[config.mk]
export PLATFORM = sky130hd
export DESIGN_NAME = exec_unit
export DESIGN_NICKNAME = d
export VERILOG_FILES = /design/src/design/rv_core_pkg.sv /design/src/design/exec_unit.sv
export SDC_FILE = /design/constraint.sdc
export NUM_CORES = 1
export LEC_CHECK = 0
export BUFFER_PORTS_ARGS = -buffer_cell sky130_fd_sc_hd__buf_2
export CORE_AREA = 2 2 178 180
export DETAILED_ROUTE_END_ITERATION = 12
export DIE_AREA = 0 0 180 182
export SYNTH_ARGS = -nofsm -noshare
export SYNTH_HDL_FRONTEND = slang
export SYNTH_SLANG_ARGS = --single-unit
[constraint.sdc]
create_clock -name vclk -period 4.2
set_input_delay 0 -clock vclk [all_inputs]
set_output_delay 0 -clock vclk [all_outputs]
set_load 0.005 [all_outputs]
[src/design/rv_core_pkg.sv]
/*
  widths, reset pc, memory depth and opcodes shared by the rv64i subset core
  memory spans mem_depth doublewords from pc_reset, higher address bits are ignored
*/
package rv_core_pkg;

  // datapath and field widths
  localparam int unsigned xlen = 64;
  localparam int unsigned inst_width = 32;
  localparam int unsigned reg_id_width = 5;
  localparam int unsigned reg_count = 32;

  // local memory geometry
  localparam int unsigned mem_depth = 1024;
  localparam int unsigned mem_addr_width = $clog2(mem_depth);
  localparam int unsigned byte_count = xlen / 8;
  // byte address bits below the doubleword index
  localparam int unsigned dword_shift = 3;

  // every instruction is 4 bytes, no compressed forms
  localparam int unsigned inst_bytes = 4;

  typedef logic [xlen-1:0]           xlen_t;
  typedef logic [inst_width-1:0]     inst_t;
  typedef logic [reg_id_width-1:0]   reg_id_t;
  typedef logic [mem_addr_width-1:0] mem_addr_t;
  typedef logic [byte_count-1:0]     byte_mask_t;

  localparam xlen_t pc_reset = 64'h0000_0000_8000_0000;

  // major opcodes of the supported subset
  typedef enum logic [6:0] {
    op_imm = 7'b0010011,
    op     = 7'b0110011,
    lui    = 7'b0110111,
    auipc  = 7'b0010111,
    jal    = 7'b1101111,
    store  = 7'b0100011,
    system = 7'b1110011
  } opcode_e;

  // funct3 of addi / add, and of sd
  localparam logic [2:0] funct3_add = 3'b000;
  localparam logic [2:0] funct3_sd  = 3'b011;
  localparam logic [6:0] funct7_add = 7'b0000000;

  // ebreak is one fixed word
  localparam inst_t ebreak_word = 32'h0010_0073;

  // byte address to doubleword index, relative to pc_reset
  function automatic mem_addr_t mem_index(input xlen_t addr);
    xlen_t offset;
    offset = addr - pc_reset;
    return offset[dword_shift +: mem_addr_width];
  endfunction

endpackage

[src/design/exec_unit.sv]
/*
  single adder datapath for addi, add, lui, auipc, jal link and sd address
*/
module exec_unit (
  input  rv_core_pkg::xlen_t current_pc,
  input  rv_core_pkg::xlen_t rdata_1,
  input  rv_core_pkg::xlen_t rdata_2,
  input  rv_core_pkg::xlen_t imm,
  input  logic               need_imm,
  input  logic               is_lui,
  input  logic               is_auipc,
  input  logic               is_jal,
  output rv_core_pkg::xlen_t wb_data,
  output rv_core_pkg::xlen_t st_addr,
  output rv_core_pkg::xlen_t st_data
);
  import rv_core_pkg::*;

  xlen_t op_a;
  xlen_t op_b;
  xlen_t sum;

  // first operand
  // pc for auipc, zero for lui
  always_comb begin
    if (is_auipc) begin
      op_a = current_pc;
    end else if (is_lui) begin
      op_a = '0;
    end else begin
      op_a = rdata_1;
    end
  end

  assign op_b = need_imm ? imm : rdata_2;
  assign sum  = op_a + op_b;

  // jal links the following instruction
  assign wb_data = is_jal ? current_pc + xlen_t'(inst_bytes) : sum;

  // sd: base plus offset, data from rs2
  assign st_addr = sum;
  assign st_data = rdata_2;

endmodule

; ---- Word-level counts from Yosys, hierarchy flattened
; Cells that the tools add are included.
[word_totals]
regBits = 0
output_inout_bits = 192
word_cells = 6
[op_classes]
add_sub_neg = 2
mux = 4
[op_table]
columns = op, count
row1 = 64-bit two-way mux, 4
row2 = "64-bit by 3-bit adder with 64-bit output, second input constant", 1
row3 = 64-bit adder, 1

; ---- Depth between registers and ports, before layout
[logic_depth]
ltp_word = 4
mapped_depth = 15

; ---- Least setup slack after synthesis
; OpenSTA, ideal clock, no wires.
[synth_path]
path_type = input to output
startpoint = input need_imm
endpoint = output wb_data[54]
arrival_time_ns = 3.523
slack_ns = 0.677
path_stages = 14
path_buffers = 2
path_cell_list = clkbuf_1 -> clkbuf_1 -> mux2_2 -> ha_1 -> fa_1 -> a211oi_2 -> o21ai_1 -> a21oi_4 -> nor4b_2 -> o311ai_1 -> o211ai_1 -> nor3b_1 -> or4_1 -> and3_1
[synth_between]
elab_chain_len = 3
[synth_rtl]
columns = element, line_no
row1 = "start, declared", exec_unit.sv:9  ; input logic need_imm,
row2 = 64-bit two-way mux, exec_unit.sv:35  ; assign op_b = need_imm ? imm : rdata_2;
row3 = 64-bit adder, exec_unit.sv:36  ; assign sum = op_a + op_b;
row4 = 64-bit two-way mux, exec_unit.sv:39  ; assign wb_data = is_jal ? current_pc + xlen_t'(inst_bytes) : sum;
row5 = "end, declared", exec_unit.sv:13  ; output rv_core_pkg::xlen_t wb_data,
; No other way between the ends.

; ---- Worst setup path in the final report
[layout_path]
startpoint = input need_imm
endpoint = output wb_data[56]
; The elaborated chain is that of the path after synthesis.

==> impl_metrics.ini <==
[drt]
via_per_inst = 5.30
wl_per_cell_um = 20.3
first_pass_iters = 5
drt_first_iter_violations = 681
antenna_left = 0
vias = 9924
drc = 0
wl_um = 38100

[power]
p_int_mw = 0.852
pwr-share-comb_pct = 100.0
p_per_area_mw_per_mm2 = 197
totalPowerFinal_mw = 2.00
peakVddDrop_v = 0.0000876
p_seq_share_pct = 0
clockPowerShare_pct = 0
switching_share_pct = 57.4
power.net_switching_mw = 1.15
leakage_nw = 4.85

[setup_path]
crit_chain = buf_4 -> buf_4 -> mux2_2 -> ha_1 -> nand4_1 -> nor4_2 -> nor4b_4 -> o21bai_2 -> o31ai_2 -> a31o_2 -> mux2_4 -> o31ai_2 -> buf_2
cp_num_buf_inv = 3
path_delay_family = compound AO/OA/AOI/OAI gates
cpMaxStageDelayCell = ha_1
end_kind = primary output
path_class = in2out
crit_required_ns = 4.20
max_stage_delay_ns = 0.50
path_max_fanout = 17
start_kind = input pin
arrival_ns = 3.97

[min_path]
min_from = rdata_2[58]
min_path_cells = 2
holdPathEnd = st_data[58]
hp-class = in2out

[grt]
grt_pass1_vias = 9498
grt.total_usage_pct = 21.6
grt_overflow = 0
antenna_found_initial = 5
grt_max_degree = 68
grt_pass1_wl_um = 56400

[timing]
setup_violations = 0
hold_ws_ns = 0.178
timing.final.ws_setup_ns = 0.225
tns_ns = 0
hold_violations = 0
clock.fmax_mhz = 252
worst_slew_pin_slew_ns = 0.888
period_minus_slack_ns = 3.97
slew_headroom_pct = 40.3
rsz0062_at_grt = no
period_share_pct = 94.6
slew_violations = 0

[logic_synthesis]
ys_types = 73
synthSimpleGateAreaFrac_pct = 22.9
synth_adder_area_share_pct = 10.4
synth_fp_nets = 1453
synth-compound-area-share_pct = 31.3
synth_top_cell_area_share_pct = 11.2
synth_xor_area_share_pct = 13.3
ys.warnings.count = 0
synthMuxAreaShare_pct = 11.7
syn_inst = 1128
yosysTopAreaCell = mux2_2
synth_top_family_by_area = compound AO/OA/AOI/OAI gates
syn_area_mm2 = 0.00792
ys_seq_area_share_pct = 0
synth.avg_cell_area_um2 = 7.02
synth_area_leaders = mux2_2 11%, ha_1 10%, a21oi_1 7.5%, a22o_1 7.0%, xor2_1 6.6%

[cells_and_area]
multi_input_area_mm2 = 0.00713
area_delta_synth_final_pct = 27.9
seqCellArea_um2 = 0
nets = 1797
clkbuf_count = 0
drive_gt1_share_pct = 40.3
fill_cells = 3467
n_sequential_cell = 0

[place]
place_congestion = 0.946
hpwl_um = 32900
post-place-ws_ns = 0.0162
portBuffers = 452

[floorplan]
start_util_pct = 25.6
die_h_um = 182
core_mm2 = 0.0310
dieArea_mm2 = 0.0328
ios = 452
rows = 65
fp.dieW_um = 180

[clock_tree]
cts_setup_buffers = 0

[outcome]
status = completed

[flow_run]
max-cap-violations = 0
[layout by cell type (no fill, tap or decap), drive strengths merged, types with 7 or more instances in the layout]
cell and instances:
a22o 63, nor2 109, inv 25, nand3 38
nand2 77, xor2 60, and2 8, o21ai 47
mux2 80, and3 20, a31oi 8, o21a 13
or3 8, o211ai 8, buf 468, xnor2 59
nor2b 8, nand4 37, a211oi 7, nor4 9
nor3 18, a21o 40, o21bai 15, ha 64
a21oi 127
[worst max path at each step]
stage / start / cells past startpoint / to / slack, ns
after floorplan: need_imm / 14 / wb_data[54] / 0.68
after global placement: is_auipc / 14 / wb_data[56] / 0.11
after detailed placement: is_auipc / 14 / wb_data[56] / 0.02
after CTS: is_auipc / 14 / wb_data[56] / 0.09
after global routing: need_imm / 13 / wb_data[56] / 0.02
final: need_imm / 13 / wb_data[56] / 0.23
[Yosys cell counts (9+ instances only)]
cell type	n
nor3_1	13
inv_1	25
o21bai_1	14
ha_1	64
nor2_1	109
nand2_1	77
o21ai_0	38
and3_1	20
clkbuf_1	43
nand3_1	35
mux2_2	79
o21ai_1	9
buf_1	10
a21o_1	40
o21a_1	13
xnor2_1	58
buf_4	65
nand4_1	34
xor2_1	60
a22o_1	63
a21oi_1	119
[power groups by stage]
stage | sequential (mW) | combinational [mW] | clock [mW]
2_1_floorplan | 0 | 1.18 | 0
3_3_place_gp | 0 | 1.99 | 0
3_5_place_dp | 0 | 1.98 | 0
4_1_cts | 0 | 2.00 | 0
5_1_grt | 0 | 2.18 | 0.0000000318
6_report | 0 | 2.00 | 0.0000000636
[final cells by class]
type	count	share of cell area [%]
Multi-Input combinational cell	977	70.3
Timing Repair Buffer	468	23.7
Tap cell	402	4.96
Inverter	25	0.926
Antenna cell	2	0.0494
[cells by family (layout without fill, tap and decap cells)]
family / count (synthesis) / after routing
AOI/OAI and AO/OA: 362 / 362
adders and majority gates: 65 / 65
other: 0 / 2
buffers and inverters: 151 / 493
and+or+nand+nor: 349 / 349
muxes: 82 / 82
xor gates and xnor gates: 119 / 119
[through the flow]
step	area, um2	utilization (%)	std cells
floorplan	7920	-	1128
global placement	10100	32.6	1872
detailed placement	10100	32.6	1872
CTS	10100	32.6	1872
global route	10100	32.7	1873
finish	10100	32.7	1874
[layer usage]
metal / share of wire (%) / track usage, %
met5: 0.066 / 0
met4: 1.6 / 3.09
met1: 44 / 28.8
met3: 6.6 / 2.41
met2: 48 / 38.1
[what timing repair did]
item                       in CTS  in global routing
hold buffers                    0                  0
gates resized for setup         1                  3
setup endpoints to repair       1                  2
Note: power is estimated with default switching activity, not from simulation.
