===== config.mk =====
export PLATFORM = sky130hd
export DESIGN_NAME = pc_ctrl
export DESIGN_NICKNAME = d
export VERILOG_FILES = /design/src/design/rv_core_pkg.sv /design/src/design/pc_ctrl.sv
export SDC_FILE = /design/constraint.sdc
export NUM_CORES = 1
export LEC_CHECK = 0
export ABC_AREA = 1
export BUFFER_PORTS_ARGS = -buffer_cell sky130_fd_sc_hd__buf_2
export CORE_UTILIZATION = 55
export CTS_CLUSTER_DIAMETER = 100
export DETAILED_ROUTE_END_ITERATION = 7
export GPL_TIMING_DRIVEN = 0
export PLACE_DENSITY = 0.79
export SYNTH_ARGS = -nofsm -noshare
export SYNTH_HDL_FRONTEND = slang
export SYNTH_SLANG_ARGS = --single-unit

===== constraint.sdc =====
create_clock -name clk -period 3.06 [get_ports clk]
set_clock_uncertainty 0.05 [all_clocks]
set_input_delay 0.459 -clock clk [delete_from_list [all_inputs] [get_ports clk]]
set_output_delay 0.459 -clock clk [all_outputs]
set_load 0.005 [all_outputs]

===== src/design/rv_core_pkg.sv =====
/*
  widths, reset pc, memory depth and opcodes shared by the rv64i subset core
  memory spans mem_depth doublewords from pc_reset, higher address bits are ignored
*/
package rv_core_pkg;

  // datapath and field widths
  localparam int unsigned xlen = 64;
  localparam int unsigned inst_width = 32;
  localparam int unsigned reg_id_width = 5;
  localparam int unsigned reg_count = 32;

  // local memory geometry
  localparam int unsigned mem_depth = 1024;
  localparam int unsigned mem_addr_width = $clog2(mem_depth);
  localparam int unsigned byte_count = xlen / 8;
  // byte address bits below the doubleword index
  localparam int unsigned dword_shift = 3;

  // every instruction is 4 bytes, no compressed forms
  localparam int unsigned inst_bytes = 4;

  typedef logic [xlen-1:0]           xlen_t;
  typedef logic [inst_width-1:0]     inst_t;
  typedef logic [reg_id_width-1:0]   reg_id_t;
  typedef logic [mem_addr_width-1:0] mem_addr_t;
  typedef logic [byte_count-1:0]     byte_mask_t;

  localparam xlen_t pc_reset = 64'h0000_0000_8000_0000;

  // major opcodes of the supported subset
  typedef enum logic [6:0] {
    op_imm = 7'b0010011,
    op     = 7'b0110011,
    lui    = 7'b0110111,
    auipc  = 7'b0010111,
    jal    = 7'b1101111,
    store  = 7'b0100011,
    system = 7'b1110011
  } opcode_e;

  // funct3 of addi / add, and of sd
  localparam logic [2:0] funct3_add = 3'b000;
  localparam logic [2:0] funct3_sd  = 3'b011;
  localparam logic [6:0] funct7_add = 7'b0000000;

  // ebreak is one fixed word
  localparam inst_t ebreak_word = 32'h0010_0073;

  // byte address to doubleword index, relative to pc_reset
  function automatic mem_addr_t mem_index(input xlen_t addr);
    xlen_t offset;
    offset = addr - pc_reset;
    return offset[dword_shift +: mem_addr_width];
  endfunction

endpackage


===== src/design/pc_ctrl.sv =====
/*
  pc register and next-pc select, halted and illegal stay set until reset
  run is low in reset and after a stop, so nothing retires then
*/
module pc_ctrl (
  input  logic               clk,
  input  logic               rst,
  input  logic               is_jal,
  input  rv_core_pkg::xlen_t imm,
  input  logic               is_ebreak,
  input  logic               illegal,
  output rv_core_pkg::xlen_t current_pc,
  output rv_core_pkg::xlen_t next_pc,
  output logic               run,
  output logic               halted,
  output logic               illegal_stop
);
  import rv_core_pkg::*;

  logic stopped;
  logic stop_now;

  assign stopped  = halted || illegal_stop;
  // the stopping instruction itself also holds the pc
  assign stop_now = stopped || is_ebreak || illegal;
  assign run      = !rst && !stopped;

  // memory fetches next_pc, so it must point at pc_reset during reset
  always_comb begin
    if (rst) begin
      next_pc = pc_reset;
    end else if (stop_now) begin
      next_pc = current_pc;
    end else if (is_jal) begin
      next_pc = current_pc + imm;
    end else begin
      next_pc = current_pc + xlen_t'(inst_bytes);
    end
  end

  always_ff @(posedge clk) begin
    if (rst) begin
      current_pc   <= pc_reset;
      halted       <= 1'b0;
      illegal_stop <= 1'b0;
    end else begin
      current_pc <= next_pc;
      // sticky, first stop wins
      if (!stopped && is_ebreak) begin
        halted <= 1'b1;
      end
      if (!stopped && illegal) begin
        illegal_stop <= 1'b1;
      end
    end
  end

endmodule


==> reports/qor.csv, run 1 <==
stage;metric;value;unit
synthesis;Synthesis Warnings;0;
die;IO Count;200;
status;First Err;[ERROR GRT-0232] Routing congestion too high. Check the congestion heatmap in the GUI.;
die;row count;51;
global_routing;grt total ovfl;15;
place;Final Wtd Congestion;1.10;
synthesis;unique cell type count in the Yosys netlist;45;
synthesis;syn nets;2268;
synthesis;Yosys top cell by area;nand2_1;
synthesis;Post-synth top flop;dfxtp_1;
synthesis;Post-Syn Area;0.0110;sq mm
die;Starting Density;56.1;%
die;Die Y;143;um
synthesis;number of flops mapped to enable cells by yosys;0;
sta;last worst endpoint in the global-route repair_timing;next_pc[44];
global_routing;all-layer global routing usage;72.0;%
synthesis;Synth area leaders;nand2_1 (27%), inv_1 (14%), dfxtp_1 (12%), a21oi_1 (7.5%), ha_1 (7.3%);
place;Port Buf Inserts;198;
die;Die Wd;143;um
clocking;Max Buffers Root-to-Sink;2;
synthesis;Cells after Synth;2134;
clocking;CTS sink cnt;66;
clocking;CTS Root Cell;clkbuf_16;
synthesis;number of synthesized register bits;66;
sta;worst endpoint type;output port;
clocking;Hold-fix buffers, CTS;0;
synthesis;post-synth top area share;27.5;%
global_routing;largest net degree at the start of global routing;12;
clocking;H-tree Lvls;3;
synthesis;Avg Inst Size Synth;5.14;sq um
synthesis;Seq/Total Area, Yosys;12.1;%
clocking;TritonCTS Buffers;9;
status;Fail Step;global routing (5_1_grt);
status;outcome;stopped before the end;
synthesis;Post-synth ARST share;0;%
place;DP HPWL;41.0;mm
## through the flow
step	worst slack (ps)	area [sq um]	hold slack, ps	util, %	cells
global placement	-440	12300	420	62.9	2597
floorplan	466	11000	429	-	2134
detailed placement	-515	12300	435	62.9	2597
CTS	-244	14700	329	75.1	2671
## kinds of logic after synthesis
family / Yosys count / synth area share (%)
AO/OA/AOI/OAI: 278 / 13.6
adder cells (fa/ha/maj): 65 / 7.49
XOR/XNOR: 56 / 4.48
flip-flops: 66 / 12.1
AND/OR/NAND/NOR: 1221 / 46.7
buffers and inverters: 448 / 15.7
## what timing repair did
| item | 4_1_cts |
|---|---|
| endpoints found under the setup margin | 56 |
| pin swaps | 58 |
| endpoints found under the hold margin | 0 |
| gates resized for setup | 378 |
| setup buffers | 59 |
## synth_stat cells, types with 5 or more instances
cell type / count
nor3_1: 47
a21oi_1: 164
a211oi_1: 10
buf_2: 8
nor2_4: 5
nor2_1: 177
o21ai_1: 5
nand3_1: 120
o21ai_0: 73
dfxtp_1: 66
buf_1: 5
a31oi_1: 7
inv_2: 6
nand4_1: 26
xor2_1: 38
nand2_1: 802
xnor2_1: 18
ha_1: 64
nor2_2: 6
nor3_2: 9
nand2_2: 5
inv_1: 402
clkbuf_1: 22
## per-layer routing
layer / track usage (%) / overflow
met4: 68.1 / 9
met1: 74.0 / 0
met3: 54.8 / 0
met5: 23.1 / 0
met2: 89.6 / 6
==> run 2: changes to the inputs <==
CORE_UTILIZATION = 40   (was 55)
CTS_CLUSTER_DIAMETER = default   (was 100)
PLACE_DENSITY = default   (was 0.79)
PLACE_DENSITY_LB_ADDON = 0.15   (was default)
==> run 2 against run 1 <==
  * The flow now finishes, with violations (setup timing)
  * Synthesized area unchanged
  * Synthesized cell count unchanged
==> reports/qor.csv, run 2 <==
stage;metric;value;unit;change
status;outcome;finished, violations left;;
status;violated checks;setup timing;;
synthesis;Avg Inst Size Synth;5.14;sq um;unchanged
clocking;worst skew pair latency;360;ps;
sta;crit path time final;3170;ps;
synthesis;number of flops mapped to enable cells by yosys;0;;unchanged
place;DP HPWL;45.5;mm;+11%
routing;remaining antenna violation count;0;;
die;Starting Density;40.7;%;-15 points
setup_path;CP Max Fanout;7;;
layout;biggest regs;current_pc (64), halted (1), illegal_stop (1);;
setup_path;Reg-to-Reg Start;current_pc[0];;
clocking;register clock-pin slew on the reported worst setup and hold paths;60;ps;
synthesis;unique cell type count in the Yosys netlist;45;;unchanged
job;maxcap violations;0;;
setup_path;Worst path max stage delay;390;ps;
routing;drt first pass iters;8;;
setup_path;Critical path buffers and inverters;3;;
pwr;Logic pwr share;52.4;%;
clocking;CTS Root Cell;clkbuf_16;;
routing;via count;15400;;
routing;final WL;56.7;mm;
synthesis;Seq/Total Area, Yosys;12.1;%;unchanged
synthesis;top-count cell post-synth;nand2_1;;
sta;Final WS setup;-111;ps;
pwr;PwrDens;273;mW/mm^2;
routing;WL/cell;20.4;um;
global_routing;grt total ovfl;0;;
setup_path;R2R cell count;16;;
sta;worst-margin pin slew;894;ps;
routing;Starting DRT DRC Count;1358;;
setup_path;startpoint types;register;;
synthesis;number of synthesized register bits;66;;unchanged
setup_path;Worst path slowest cell;dfxtp_4;;
sta;RSZ-0062 raised after global routing;true;;
layout;FILL cells;2693;;
sta;Slew Viols, Final;0;;
layout;post-route insts no fill;2776;;
synthesis;Post-synth top flop;dfxtp_1;;
routing;Remaining DRCs;0;;
sta;Final Hold Fails;0;;
setup_path;reg-to-reg endpoint;current_pc[12];;
setup_path;critical path's most frequent cell;nand2_1;;
clocking;Max Buffers Root-to-Sink;2;;unchanged
global_routing;largest net degree at the start of global routing;20;;
min_path;hold depth;3;;
global_routing;first-pass GRT wire length;81.5;mm;
synthesis;Synth area leaders;nand2_1 (27%), inv_1 (14%), dfxtp_1 (12%), a21oi_1 (7.5%), ha_1 (7.3%);;
global_routing;all-layer global routing usage;38.8;%;
synthesis;syn nets;2268;;unchanged
layout;layout net count;2564;;
layout;commonest non-fill, non-tap cells in the layout;nand2_1 (605), inv_1 (385), buf_2 (205);;
die;Die Y;168;um;+17%
clocking;CTS tree;yes;;
sta;setup TNS;-959;ps;
pwr;Total Power;4.50;mW;
synthesis;Post-Syn Area;0.0110;sq mm;unchanged
place;Port Buf Inserts;198;;unchanged
setup_path;Worst R2R Setup Slack;620;ps;
clocking;CTS sink cnt;66;;unchanged
pwr;worst vdd ir;265;uV;
layout;Most flops, register;current_pc;;
pwr;Sw Pwr;2.05;mW;
sta;headroom to the max-slew limit;40.4;%;
clocking;TritonCTS Buffers;9;;unchanged
pwr;switch share;45.6;%;
pwr;Internal;2.45;mW;
die;Die ar.;0.0281;sq mm;
layout;layout cells sized above 1;38.3;%;
min_path;hold wc startpoint;illegal;;
die;Die Wd;168;um;+17%
pwr;Reg power frac;23.6;%;
layout;commonest non-fill, non-tap cell in the layout;nand2_1;;
setup_path;CP top delay family;simple AND/OR/NAND/NOR gates;;
die;CORE AREA;0.0270;sq mm;
layout;synth-to-layout area growth;50.8;%;
clocking;Hold-fix buffers, CTS;0;;unchanged
synthesis;post-synth top area share;27.5;%;unchanged
synthesis;Post-synth ARST share;0;%;unchanged
pwr;Clk network pwr share;24.0;%;
setup_path;crit path kind;register to output pin;;
place;Inst Count DP;2673;;+2.9%
synthesis;Synthesis Warnings;0;;unchanged
setup_path;WP data required;2550;ps;
routing;number of vias per cell;5.53;;
place;Final Wtd Congestion;1.08;;-1.8%
clocking;H-tree Lvls;3;;unchanged
die;row count;60;;+18%
die;IO Count;200;;unchanged
layout;max FFs per register;64;;
setup_path;critical-path cell list;ha_4 -> nand2_1 -> nor2_2 -> inv_1 -> nor3_4 -> nand2_1 -> nand2_1 -> inv_1 -> nand2_2 -> nand2_2 -> nand3_4 -> nand2_4 -> a21oi_4 -> buf_2;;
sta;Fin Hold WS;318;ps;
synthesis;Yosys top cell by area;nand2_1;;
setup_path;CP endpoint kind;output pin;;
min_path;worst hold path endpoint;illegal_stop;;
sta;fmax;0.315;GHz;
sta;final period utilization;104;%;
layout;antenna cells;0;;
synthesis;Cells after Synth;2134;;unchanged
setup_path;critical path arrival;2660;ps;
global_routing;initial antenna violation count;0;;
sta;endpoints failing setup;16;;
global_routing;vias in the first global route;13800;;
pwr;leakage power;8.44;nW;
min_path;worst hold path type;input pin to register;;
synthesis;synth cell count leaders;nand2_1 (802), inv_1 (402), nor2_1 (177), a21oi_1 (164), nand3_1 (120);;
run 2: cell counts after synthesis:
No cell type changed its count.
run 2: how the worst max path moves through the flow:
stage | start | slack [ps] | end | depth (start not counted)
5_1_grt | current_pc[34] | -210 | next_pc[52] | 14
6_report | current_pc[34] | -110 | next_pc[36] | 14
4_1_cts | current_pc[0] | -170 | next_pc[56] | 17
3_3_place_gp | imm[9] | -680 | next_pc[34] | 14
3_5_place_dp | imm[9] | -680 | next_pc[34] | 14
2_1_floorplan | imm[0] | 470 | next_pc[40] | 15
run 2: area by class of cell:
cell class                 instances  area (sq um)  area share (%)
inverter                         408          1530            9.28
timing repair buffer             286          1720            10.4
multi-input combinational       1620         10800            65.4
sequential                        66          1530            9.26
buffer                            39           199            1.20
tap                              341           427            2.58
clock inverter                     4          51.3           0.310
clock buffer                      12           246            1.49
run 2: worst min-delay path, delay by kind of cell:
| family | cells | cell delay, ps |
|---|---|---|
| AND/OR/NAND/NOR | 1 | 60 |
| AO/OA/AOI/OAI | 1 | 50 |
| buffers and inverters | 1 | 100 |
run 2: what timing repair did:
action,4_1_cts,5_1_grt
setup buffers,33,55
resized for setup,422,380
pin swaps,62,166
setup endpoints to repair,61,55
run 2: kinds of logic after synthesis:
logic type | count (synthesis) | synth area share [%]
simple gates | 1221 | 46.7
buf+inv | 448 | 15.7
compound gates | 278 | 13.6
flops | 66 | 12.1
fa+ha+maj | 65 | 7.49
xor+xnor | 56 | 4.48
run 2: per-layer routing:
metal | track usage, % | part of all wire (%)
met5 | 0 | 0
met4 | 12.8 | 3.2
met3 | 4.99 | 8.0
met2 | 61.9 | 45
met1 | 53.6 | 44
run 2: power groups by stage:
stage               clock [mW]  combinational (mW)  sequential [mW]
floorplan                    0               0.989             1.02
global placement             0                1.56             1.08
global route              1.11                2.53             1.06
finish                    1.08                2.36             1.06
CTS                       1.07                1.92             1.07
detailed placement           0                1.57             1.08
run 2: per-stage QoR:
step | utilization, % | cell area (sq um) | setup WS [ps]
5_1_grt | 61.3 | 16500 | -208
6_report | 61.3 | 16500 | -111
3_5_place_dp | 45.9 | 12400 | -684
3_3_place_gp | 45.9 | 12400 | -677
2_1_floorplan | - | 11000 | 466
4_1_cts | 54.6 | 14700 | -168
Note: power is estimated with default switching activity, not from simulation.
