File: config.mk
export PLATFORM = sky130hd
export DESIGN_NAME = inst_decoder
export DESIGN_NICKNAME = d
export VERILOG_FILES = /design/src/design/rv_core_pkg.sv /design/src/design/inst_decoder.sv
export SDC_FILE = /design/constraint.sdc
export NUM_CORES = 1
export LEC_CHECK = 0
export ABC_CLOCK_PERIOD_IN_PS = 3950
export BUFFER_PORTS_ARGS = -buffer_cell sky130_fd_sc_hd__buf_2
export CORE_MARGIN = 2
export CORE_UTILIZATION = 34
export DETAILED_ROUTE_END_ITERATION = 7
export PLACE_DENSITY = 0.95
export SLEW_MARGIN = 20
export SYNTH_ARGS = -nofsm -noshare
export SYNTH_HDL_FRONTEND = slang
export SYNTH_SLANG_ARGS = --single-unit
File: constraint.sdc
create_clock -name vclk -period 3.95
set_clock_uncertainty 0.1 [all_clocks]
set_input_delay 0.5925 -clock vclk [all_inputs]
set_output_delay 0.5925 -clock vclk [all_outputs]
set_load 0.02 [all_outputs]
File: src/design/rv_core_pkg.sv
/*
  widths, reset pc, memory depth and opcodes shared by the rv64i subset core
  memory spans mem_depth doublewords from pc_reset, higher address bits are ignored
*/
package rv_core_pkg;

  // datapath and field widths
  localparam int unsigned xlen = 64;
  localparam int unsigned inst_width = 32;
  localparam int unsigned reg_id_width = 5;
  localparam int unsigned reg_count = 32;

  // local memory geometry
  localparam int unsigned mem_depth = 1024;
  localparam int unsigned mem_addr_width = $clog2(mem_depth);
  localparam int unsigned byte_count = xlen / 8;
  // byte address bits below the doubleword index
  localparam int unsigned dword_shift = 3;

  // every instruction is 4 bytes, no compressed forms
  localparam int unsigned inst_bytes = 4;

  typedef logic [xlen-1:0]           xlen_t;
  typedef logic [inst_width-1:0]     inst_t;
  typedef logic [reg_id_width-1:0]   reg_id_t;
  typedef logic [mem_addr_width-1:0] mem_addr_t;
  typedef logic [byte_count-1:0]     byte_mask_t;

  localparam xlen_t pc_reset = 64'h0000_0000_8000_0000;

  // major opcodes of the supported subset
  typedef enum logic [6:0] {
    op_imm = 7'b0010011,
    op     = 7'b0110011,
    lui    = 7'b0110111,
    auipc  = 7'b0010111,
    jal    = 7'b1101111,
    store  = 7'b0100011,
    system = 7'b1110011
  } opcode_e;

  // funct3 of addi / add, and of sd
  localparam logic [2:0] funct3_add = 3'b000;
  localparam logic [2:0] funct3_sd  = 3'b011;
  localparam logic [6:0] funct7_add = 7'b0000000;

  // ebreak is one fixed word
  localparam inst_t ebreak_word = 32'h0010_0073;

  // byte address to doubleword index, relative to pc_reset
  function automatic mem_addr_t mem_index(input xlen_t addr);
    xlen_t offset;
    offset = addr - pc_reset;
    return offset[dword_shift +: mem_addr_width];
  endfunction

endpackage

File: src/design/inst_decoder.sv
/*
  decodes addi, add, lui, auipc, jal, sd and ebreak only
  anything else flags illegal with every write strobe low
*/
module inst_decoder (
  input  rv_core_pkg::inst_t      inst,
  output rv_core_pkg::reg_id_t    rd,
  output rv_core_pkg::reg_id_t    rs1,
  output rv_core_pkg::reg_id_t    rs2,
  output rv_core_pkg::xlen_t      imm,
  output logic                    need_imm,
  output logic                    is_lui,
  output logic                    is_auipc,
  output logic                    is_jal,
  output logic                    is_ebreak,
  output logic                    reg_wen,
  output logic                    mem_wen,
  output rv_core_pkg::byte_mask_t wmask,
  output logic                    illegal
);
  import rv_core_pkg::*;

  opcode_e    opcode;
  logic [2:0] funct3;
  logic [6:0] funct7;
  xlen_t      imm_i;
  xlen_t      imm_s;
  xlen_t      imm_u;
  xlen_t      imm_j;

  // fixed field positions
  assign opcode = opcode_e'(inst[6:0]);
  assign funct3 = inst[14:12];
  assign funct7 = inst[31:25];
  assign rd     = inst[11:7];
  assign rs1    = inst[19:15];
  assign rs2    = inst[24:20];

  // immediates, all sign extended from bit 31
  assign imm_i = {{52{inst[31]}}, inst[31:20]};
  assign imm_s = {{52{inst[31]}}, inst[31:25], inst[11:7]};
  assign imm_u = {{32{inst[31]}}, inst[31:12], 12'b0};
  assign imm_j = {{44{inst[31]}}, inst[19:12], inst[20], inst[30:21], 1'b0};

  always_comb begin
    // default is an unknown word
    imm       = '0;
    need_imm  = 1'b0;
    is_lui    = 1'b0;
    is_auipc  = 1'b0;
    is_jal    = 1'b0;
    is_ebreak = 1'b0;
    reg_wen   = 1'b0;
    mem_wen   = 1'b0;
    wmask     = '0;
    illegal   = 1'b1;
    case (opcode)
      op_imm: begin
        // addi only
        if (funct3 == funct3_add) begin
          imm      = imm_i;
          need_imm = 1'b1;
          reg_wen  = 1'b1;
          illegal  = 1'b0;
        end
      end
      op: begin
        // add only, sub and the rest rejected
        if (funct3 == funct3_add && funct7 == funct7_add) begin
          reg_wen = 1'b1;
          illegal = 1'b0;
        end
      end
      lui: begin
        imm      = imm_u;
        need_imm = 1'b1;
        is_lui   = 1'b1;
        reg_wen  = 1'b1;
        illegal  = 1'b0;
      end
      auipc: begin
        imm      = imm_u;
        need_imm = 1'b1;
        is_auipc = 1'b1;
        reg_wen  = 1'b1;
        illegal  = 1'b0;
      end
      jal: begin
        // offset goes to pc_ctrl, link value built in exec_unit
        imm     = imm_j;
        is_jal  = 1'b1;
        reg_wen = 1'b1;
        illegal = 1'b0;
      end
      store: begin
        // sd, full doubleword
        if (funct3 == funct3_sd) begin
          imm      = imm_s;
          need_imm = 1'b1;
          mem_wen  = 1'b1;
          wmask    = '1;
          illegal  = 1'b0;
        end
      end
      system: begin
        if (inst == ebreak_word) begin
          is_ebreak = 1'b1;
          illegal   = 1'b0;
        end
      end
      default: begin
        illegal = 1'b1;
      end
    endcase
  end

endmodule

[Yosys cells after proc, flatten, opt, wreduce, memory -nomap -nowiden]
Index checks and enable logic that the tools add are counted.
Storage, ports and cells
  register bits: 0
  logic and storage cells: 35
  output and inout bits: 95
Operators by class
  reduce and logical (&&, ||, !) cells: 5
  equal/unequal tests: 9
  multiplexer cells: 21
Operators with widths (count)
  64-bit case mux with 4 select lines: 1
  64-bit 2-to-1 mux: 2
  32-bit by 21-bit == test with 1-bit output (second input constant): 1
  7-bit by 6-bit == test with 1-bit output (second input constant): 3
  8-bit 2-to-1 mux: 2
  7-bit by 5-bit == test with 1-bit output (second input constant): 2
  7-bit == test (second input constant): 2
  1-bit 2-to-1 mux: 13
  7-bit logical NOT: 1
  1-bit case mux with 3 select lines: 2
  1-bit case mux with 5 select lines: 1
  3-bit by 2-bit == test with 1-bit output (second input constant): 1
  3-bit logical NOT: 1
  3-bit OR reduction: 1
  2-bit OR reduction: 1
  1-bit logical AND: 1

[Logic depth before layout (Yosys ltp)]
Gate-level depths: netlist of the first run.
  depth after elaboration: 4
  gate-level depth with buffers: 5

[Worst setup path before layout of the first run]
No wires, ideal clock.
  path type: input to output
  start: input port inst[3]
  end: output port imm[32]
  stages: 4
  arrival time: 3.451 ns
  buffers on the path: 1
  setup slack: -0.193 ns
  path through: or4_4 or3_1 a31oi_1 buf_4
Between the ends
  word-level cells in the longest chain between the ends: 3
  elaborated cells between the ends (all ways): 7
  classes of those cells: eq/ne: 5; mux: 1; reduce/logical: 1
RTL lines
  start, declared: line inst_decoder.sv:6  | input rv_core_pkg::inst_t inst,
  7-bit by 5-bit == test with 1-bit output or 7-bit by 6-bit == test with 1-bit output (tied branches): line inst_decoder.sv:57  | case (opcode)
  2-bit OR reduction (no source line)
  64-bit case mux with 4 select lines (*): line inst_decoder.sv:57
  end, declared: line inst_decoder.sv:10  | output rv_core_pkg::xlen_t imm,
Every way passes the cells marked *; elsewhere a longest branch is shown, timed or not.

[Worst setup path in the final report of the first run]
  start: input port inst[2]
  end: output port imm[40]
Same word-level chain as after synthesis.

==> results.md, run 1 <==
- Antenna diode instance count: 0
- CP Max Fanout: 33
- Final net count: 247
- Critical Path Source Type: input pin
- Top cells by area, synth: sky130_fd_sc_hd__buf_4 (42%), sky130_fd_sc_hd__a21o_1 (15%), sky130_fd_sc_hd__and2_1 (4.4%), sky130_fd_sc_hd__a22o_1 (3.5%), sky130_fd_sc_hd__nand2_1 (3.0%)
- Routed wire length per instance: 12.7 µm
- Global route overflow: 0
- Max-Slew Margin vs Limit: 62.8%
- Cell area reported after detailed placement: 1270 µm²
- Worst path most repeated cell: sky130_fd_sc_hd__buf_2
- Post-detail-place hpwl: 2.63 mm
- Number of clock buffers in the layout: 0
- Number of buffers inserted by post-CTS setup repair: 0
- Kind of end point of the critical path: output port
- Total Negative Setup Slacks: 0 ps
- Port bufs: 127
- First drt pass iteration count: 4
- Finished Core Util: 45.8%
- Number of antenna violations at the first check in global routing: 0
- Critical Path Slowest Stage Cell: sky130_fd_sc_hd__or4_4
- Number of library cell types mapped by synthesis: 32
- Post-route ant nets: 0
- Worst setup slack after layout: approximately 920 ps
- Count of yosys warnings during synthesis: 0
- Multi-input gate area: 569 µm²
- Total nets after synthesis: about 170
- # resized after CTS: 0
- Buffers plus inverters on the worst setup path: 3
- Fillers: 277
- Crit share post-route: 76.6%
- Most instantiated cells after synthesis: sky130_fd_sc_hd__buf_4 (56), sky130_fd_sc_hd__a21o_1 (20), sky130_fd_sc_hd__nand2_1 (8)
- MaxCap Viol Count: 0
- Area grow syn2layout: 27.1%
- Largest incremental delay on the critical path: about 540 ps
- Cell leakage power: 0.00104 µW
- Initial standard-cell utilization of the core: between 30% and 40%
- Worst IR Drop VDD: 0.0591 mV
- Final Non-Filler Cells: 244
- Critical path required time: ~3300 ps
- Worst-case setup slack after placement: 921 ps
- Global-route wire length before repair: about 4.3 mm
- Crit path time final: just over 3000 ps
- Final wirelength: 3.09 mm
- Type of the worst setup path: in -> out
- Die Y-Extent: between 50 and 60 µm
- Vias post-DR: 1,193
- Final design area excluding fillers: 1270 µm²
- Share of cells above drive strength 1: 64.8%
- Setup repair after global routing missed its margin: no
- Share of the yosys chip area belonging to registers: 0%
- Placed cells: 244
- Drt initial violations: between 50 and 60
- Footprint of the flip-flops and latches: 0 µm²
- Vias per cell: 4.89
- Power per cell area: 60.8 nW/µm²
- Largest net degree at the start of global routing: 34
- Cell breakdown of the critical path: buf_2, or4_4, or3_1, a31oi_2, buf_4, buf_2
- Overall Global Routing Usage: 15.7%
- I/O pin total: 127
- Library cell with the highest instance count after synthesis: sky130_fd_sc_hd__buf_4
- Max Slew Vio Count: 0
- Result of the run: complete, no violations
- Launch point of the critical path: inst[2]
- Max Freq: around 330 MHz
- Worst min path class: in -> out
- Yosys top cell by area: sky130_fd_sc_hd__buf_4
- Number of rows created at floorplan: 19
- Floorplan core area: between 2000 and 3000 µm²
- Number of global-route vias before repair: 910
- Count of mapped cells out of synthesis: 141
- Crit path DAT: 2330 ps
- Total die area: 3400 µm²
- Routability Congestion: 0.782
- Critical hold path startpoint: inst[7]
- Cell class contributing the biggest share of worst-path delay: simple AND/OR/NAND/NOR gates
- Count of unresolved DRC violations after routing: 0
- Area share of the leading cell type in the synthesized netlist: around two fifths
- Pin slew with the least headroom to its limit: 554 ps
- DIE WIDTH: between 50 and 60 µm
- Syn avg cell area: 7.11 µm²
- Setup-violating endpoint count in the final report: 0
- Count of flip-flops and latches: 0
- Netlist area before placement: approximately 1000 µm²
- Hold-fix buffer count after cts: 0
- Number of hold-slack violations in the final timing report: 0
-- power by group --
part	switching [µW]	internal (µW)
combinational	48.5	29.0
sequential	0	0
clock	0	0
total	48.5	29.0
-- layer usage --
metal	vias up	part of all wire, %	track usage, %	routed length, µm
li1	597	-	-	-
met1	538	43	20.8	1320
met2	58	51	29.7	1580
met3	0	6.4	0	199
met4	0	0	0.664	0
met5	-	0	0	0
-- area by class of cell --
| cell class | instances | share of cell area [%] |
|---|---|---|
| well taps | 31 | 3.05 |
| multi-input cells | 80 | 44.7 |
| repair buffers | 129 | 51.1 |
| inverters | 4 | 1.18 |
-- cells by family (layout without fill, tap and decap cells) --
| logic type | after synthesis | count (layout) | share of synthesized area [%] |
|---|---|---|---|
| buffers and inverters | 61 | 133 | 43.8 |
| AND/OR/NAND/NOR | 47 | 47 | 31.8 |
| AO/OA/AOI/OAI | 33 | 33 | 24.3 |
-- worst paths after layout --
check	to	slack, ps	cells past startpoint
max	imm[40]	920	6
min	rd[0]	1330	2
-- layout by cell type (no fill, tap or decap), drive strengths merged, types with 3 or more instances in the layout --
| cell | n |
|---|---|
| and2 | 7 |
| nand3 | 5 |
| nand2 | 8 |
| inv | 4 |
| a22o | 4 |
| nor3 | 3 |
| a31oi | 3 |
| buf | 129 |
| a21o | 20 |
| nor4 | 4 |
| nor4b | 3 |
-- metrics by stage --
stage | power [µW] | hold WS, ps
final | 77.5 | 1330
after CTS | 77.6 | 1330
after floorplan | 50.0 | 1160
after global placement | 76.2 | 1340
after global routing | 83.5 | 1350
after detailed placement | 77.4 | 1330
Note: power is estimated with default switching activity, not from simulation.
==> inputs of run 2 (changes only) <==
ABC_CLOCK_PERIOD_IN_PS = 2790   (was 3950)
clock period = 2.79 ns   (was 3.95 ns; I/O delays follow)
==> results.md, run 2 (synthesis results as in run 1) <==
- Cell depth of the worst min-delay path: 2
- Kind of end point of the critical path: output port
- Final net count: roughly 250
- Cell leakage power: 0.00104 µW
- Number of rows created at floorplan: 19
- Number of hold-slack violations in the final timing report: 0
- Post-route ant nets: 0
- Worst IR Drop VDD: between 0.05 and 0.06 mV
- Initial standard-cell utilization of the core: between 30% and 40%
- Total Negative Setup Slacks: 0 ps
- Critical Path Source Type: input pin
- Critical hold path startpoint: inst[7]
- Commonest non-fill, non-tap cells in the layout: sky130_fd_sc_hd__buf_2 (127), sky130_fd_sc_hd__a21o_1 (20), sky130_fd_sc_hd__nand2_1 (8)
- Area grow syn2layout: 29.2%
- Antenna diode instance count: 0
- Number of antenna violations at the first check in global routing: 0
- Count of flip-flops and latches: 0
- Routability Congestion: 0.819
- Largest incremental delay on the critical path: about 540 ps
- Wire length on met1: roughly 1.3 mm
- Launch point of the critical path: inst[2]
- Power per cell area: around 85 nW/µm²
- Worst path most repeated cell: sky130_fd_sc_hd__buf_2
- Most common library cell in the layout ignoring fill and taps: sky130_fd_sc_hd__buf_2
- Final wirelength: 3.07 mm
- Drt initial violations: 45
- Vias post-DR: 1,186
- Cell class contributing the biggest share of worst-path delay: simple AND/OR/NAND/NOR gates
- Setup repair after global routing missed its margin: no
- Result of the run: complete, no violations
- Highest metal layer with signal wires: met3
- Critical Path Slowest Stage Cell: sky130_fd_sc_hd__or4_4
- Crit path DAT: 2060 ps
- Floorplan core area: 2780 µm²
- Max-Slew Margin vs Limit: 65.5%
- CP Max Fanout: 33
- Max Freq: 388 MHz
- Hold-fix buffer count after cts: 0
- Global-route wire length before repair: approximately 4.3 mm
- Total die area: approximately 3400 µm²
- Overall Global Routing Usage: 15.2%
- WP depth: 6
- Count of unresolved DRC violations after routing: 0
- Pin slew with the least headroom to its limit: 514 ps
- Vias per cell: 4.86
- Largest net degree at the start of global routing: 34
- Number of clock buffers in the layout: 0
- Type of the worst setup path: in -> out
- Max Slew Vio Count: 0
- # resized after CTS: 0
- Routed wire length per instance: 12.6 µm
- Crit share post-route: 92.4%
- Cell breakdown of the critical path: buf_2, or4_4, or3_1, a31oi_4, buf_12, buf_2
- Global route overflow: 0
- MaxCap Viol Count: 0
- Number of buffers inserted by post-CTS setup repair: 0
- Crit path time final: ~2600 ps
- CP endpoint: imm[50]
- Worst min path class: in -> out
- DIE WIDTH: slightly below 60 µm
- Met2 routed WL: 1.60 mm
- Number of global-route vias before repair: 907
- Critical path required time: 2270 ps
- Buffers plus inverters on the worst setup path: 3
- Port bufs: between 100 and 150
- Footprint of the flip-flops and latches: 0 µm²
- Setup-violating endpoint count in the final report: 0
- Share of cells above drive strength 1: 64.8%
- Post-detail-place hpwl: 2.63 mm
- Detailed route wirelength on metal3: about 180 µm
- Fin Hold WS: 983 ps
- Die Y-Extent: 58.3 µm
- I/O pin total: 127
- First drt pass iteration count: 4
## run 2: changes by cell type in the layout (fill, tap and decap cells not counted)
cell and delta:
sky130_fd_sc_hd__a31oi_2 -1, sky130_fd_sc_hd__buf_4 -1, sky130_fd_sc_hd__a31oi_4 +1, sky130_fd_sc_hd__buf_12 +1
## run 2: worst min path at each step
stage                     to  slack, ps
floorplan           is_auipc        820
global placement       rd[0]        990
detailed placement    rs1[3]        980
CTS                    rd[0]        980
global route           rd[0]       1000
finish                 rd[0]        980
## run 2: per-layer routing
metal	track usage (%)	vias to the layer above
met4	0	0
met3	0	0
met1	19.8	533
met5	0	-
li1	-	600
met2	29.9	53
## run 2: power breakdown
| group | internal, µW | switching [µW] | leakage, µW |
|---|---|---|---|
| Combinational | 41.6 | 68.5 | 0.00104 |
| Sequential | 0 | 0 | 0 |
| Clock | 0 | 0 | 0 |
| Total | 41.6 | 68.5 | 0.00104 |
## run 2: final cells by class
cell class	instances	area, µm²
Fill cell	283	1490
Timing Repair Buffer	129	663
Multi-Input combinational cell	80	578
Tap cell	31	38.8
Inverter	4	15.0
## run 2: metrics by stage
step                cells  power (µW)  setup WS (ps)  utilization, %  area (µm²)
global route          244         118            153            46.6        1290
global placement      244         109            245            46.6        1290
floorplan             141        71.0           24.9               -        1020
detailed placement    244         110            212            46.6        1290
CTS                   244         110            210            46.6        1290
finish                244         110            212            46.6        1290
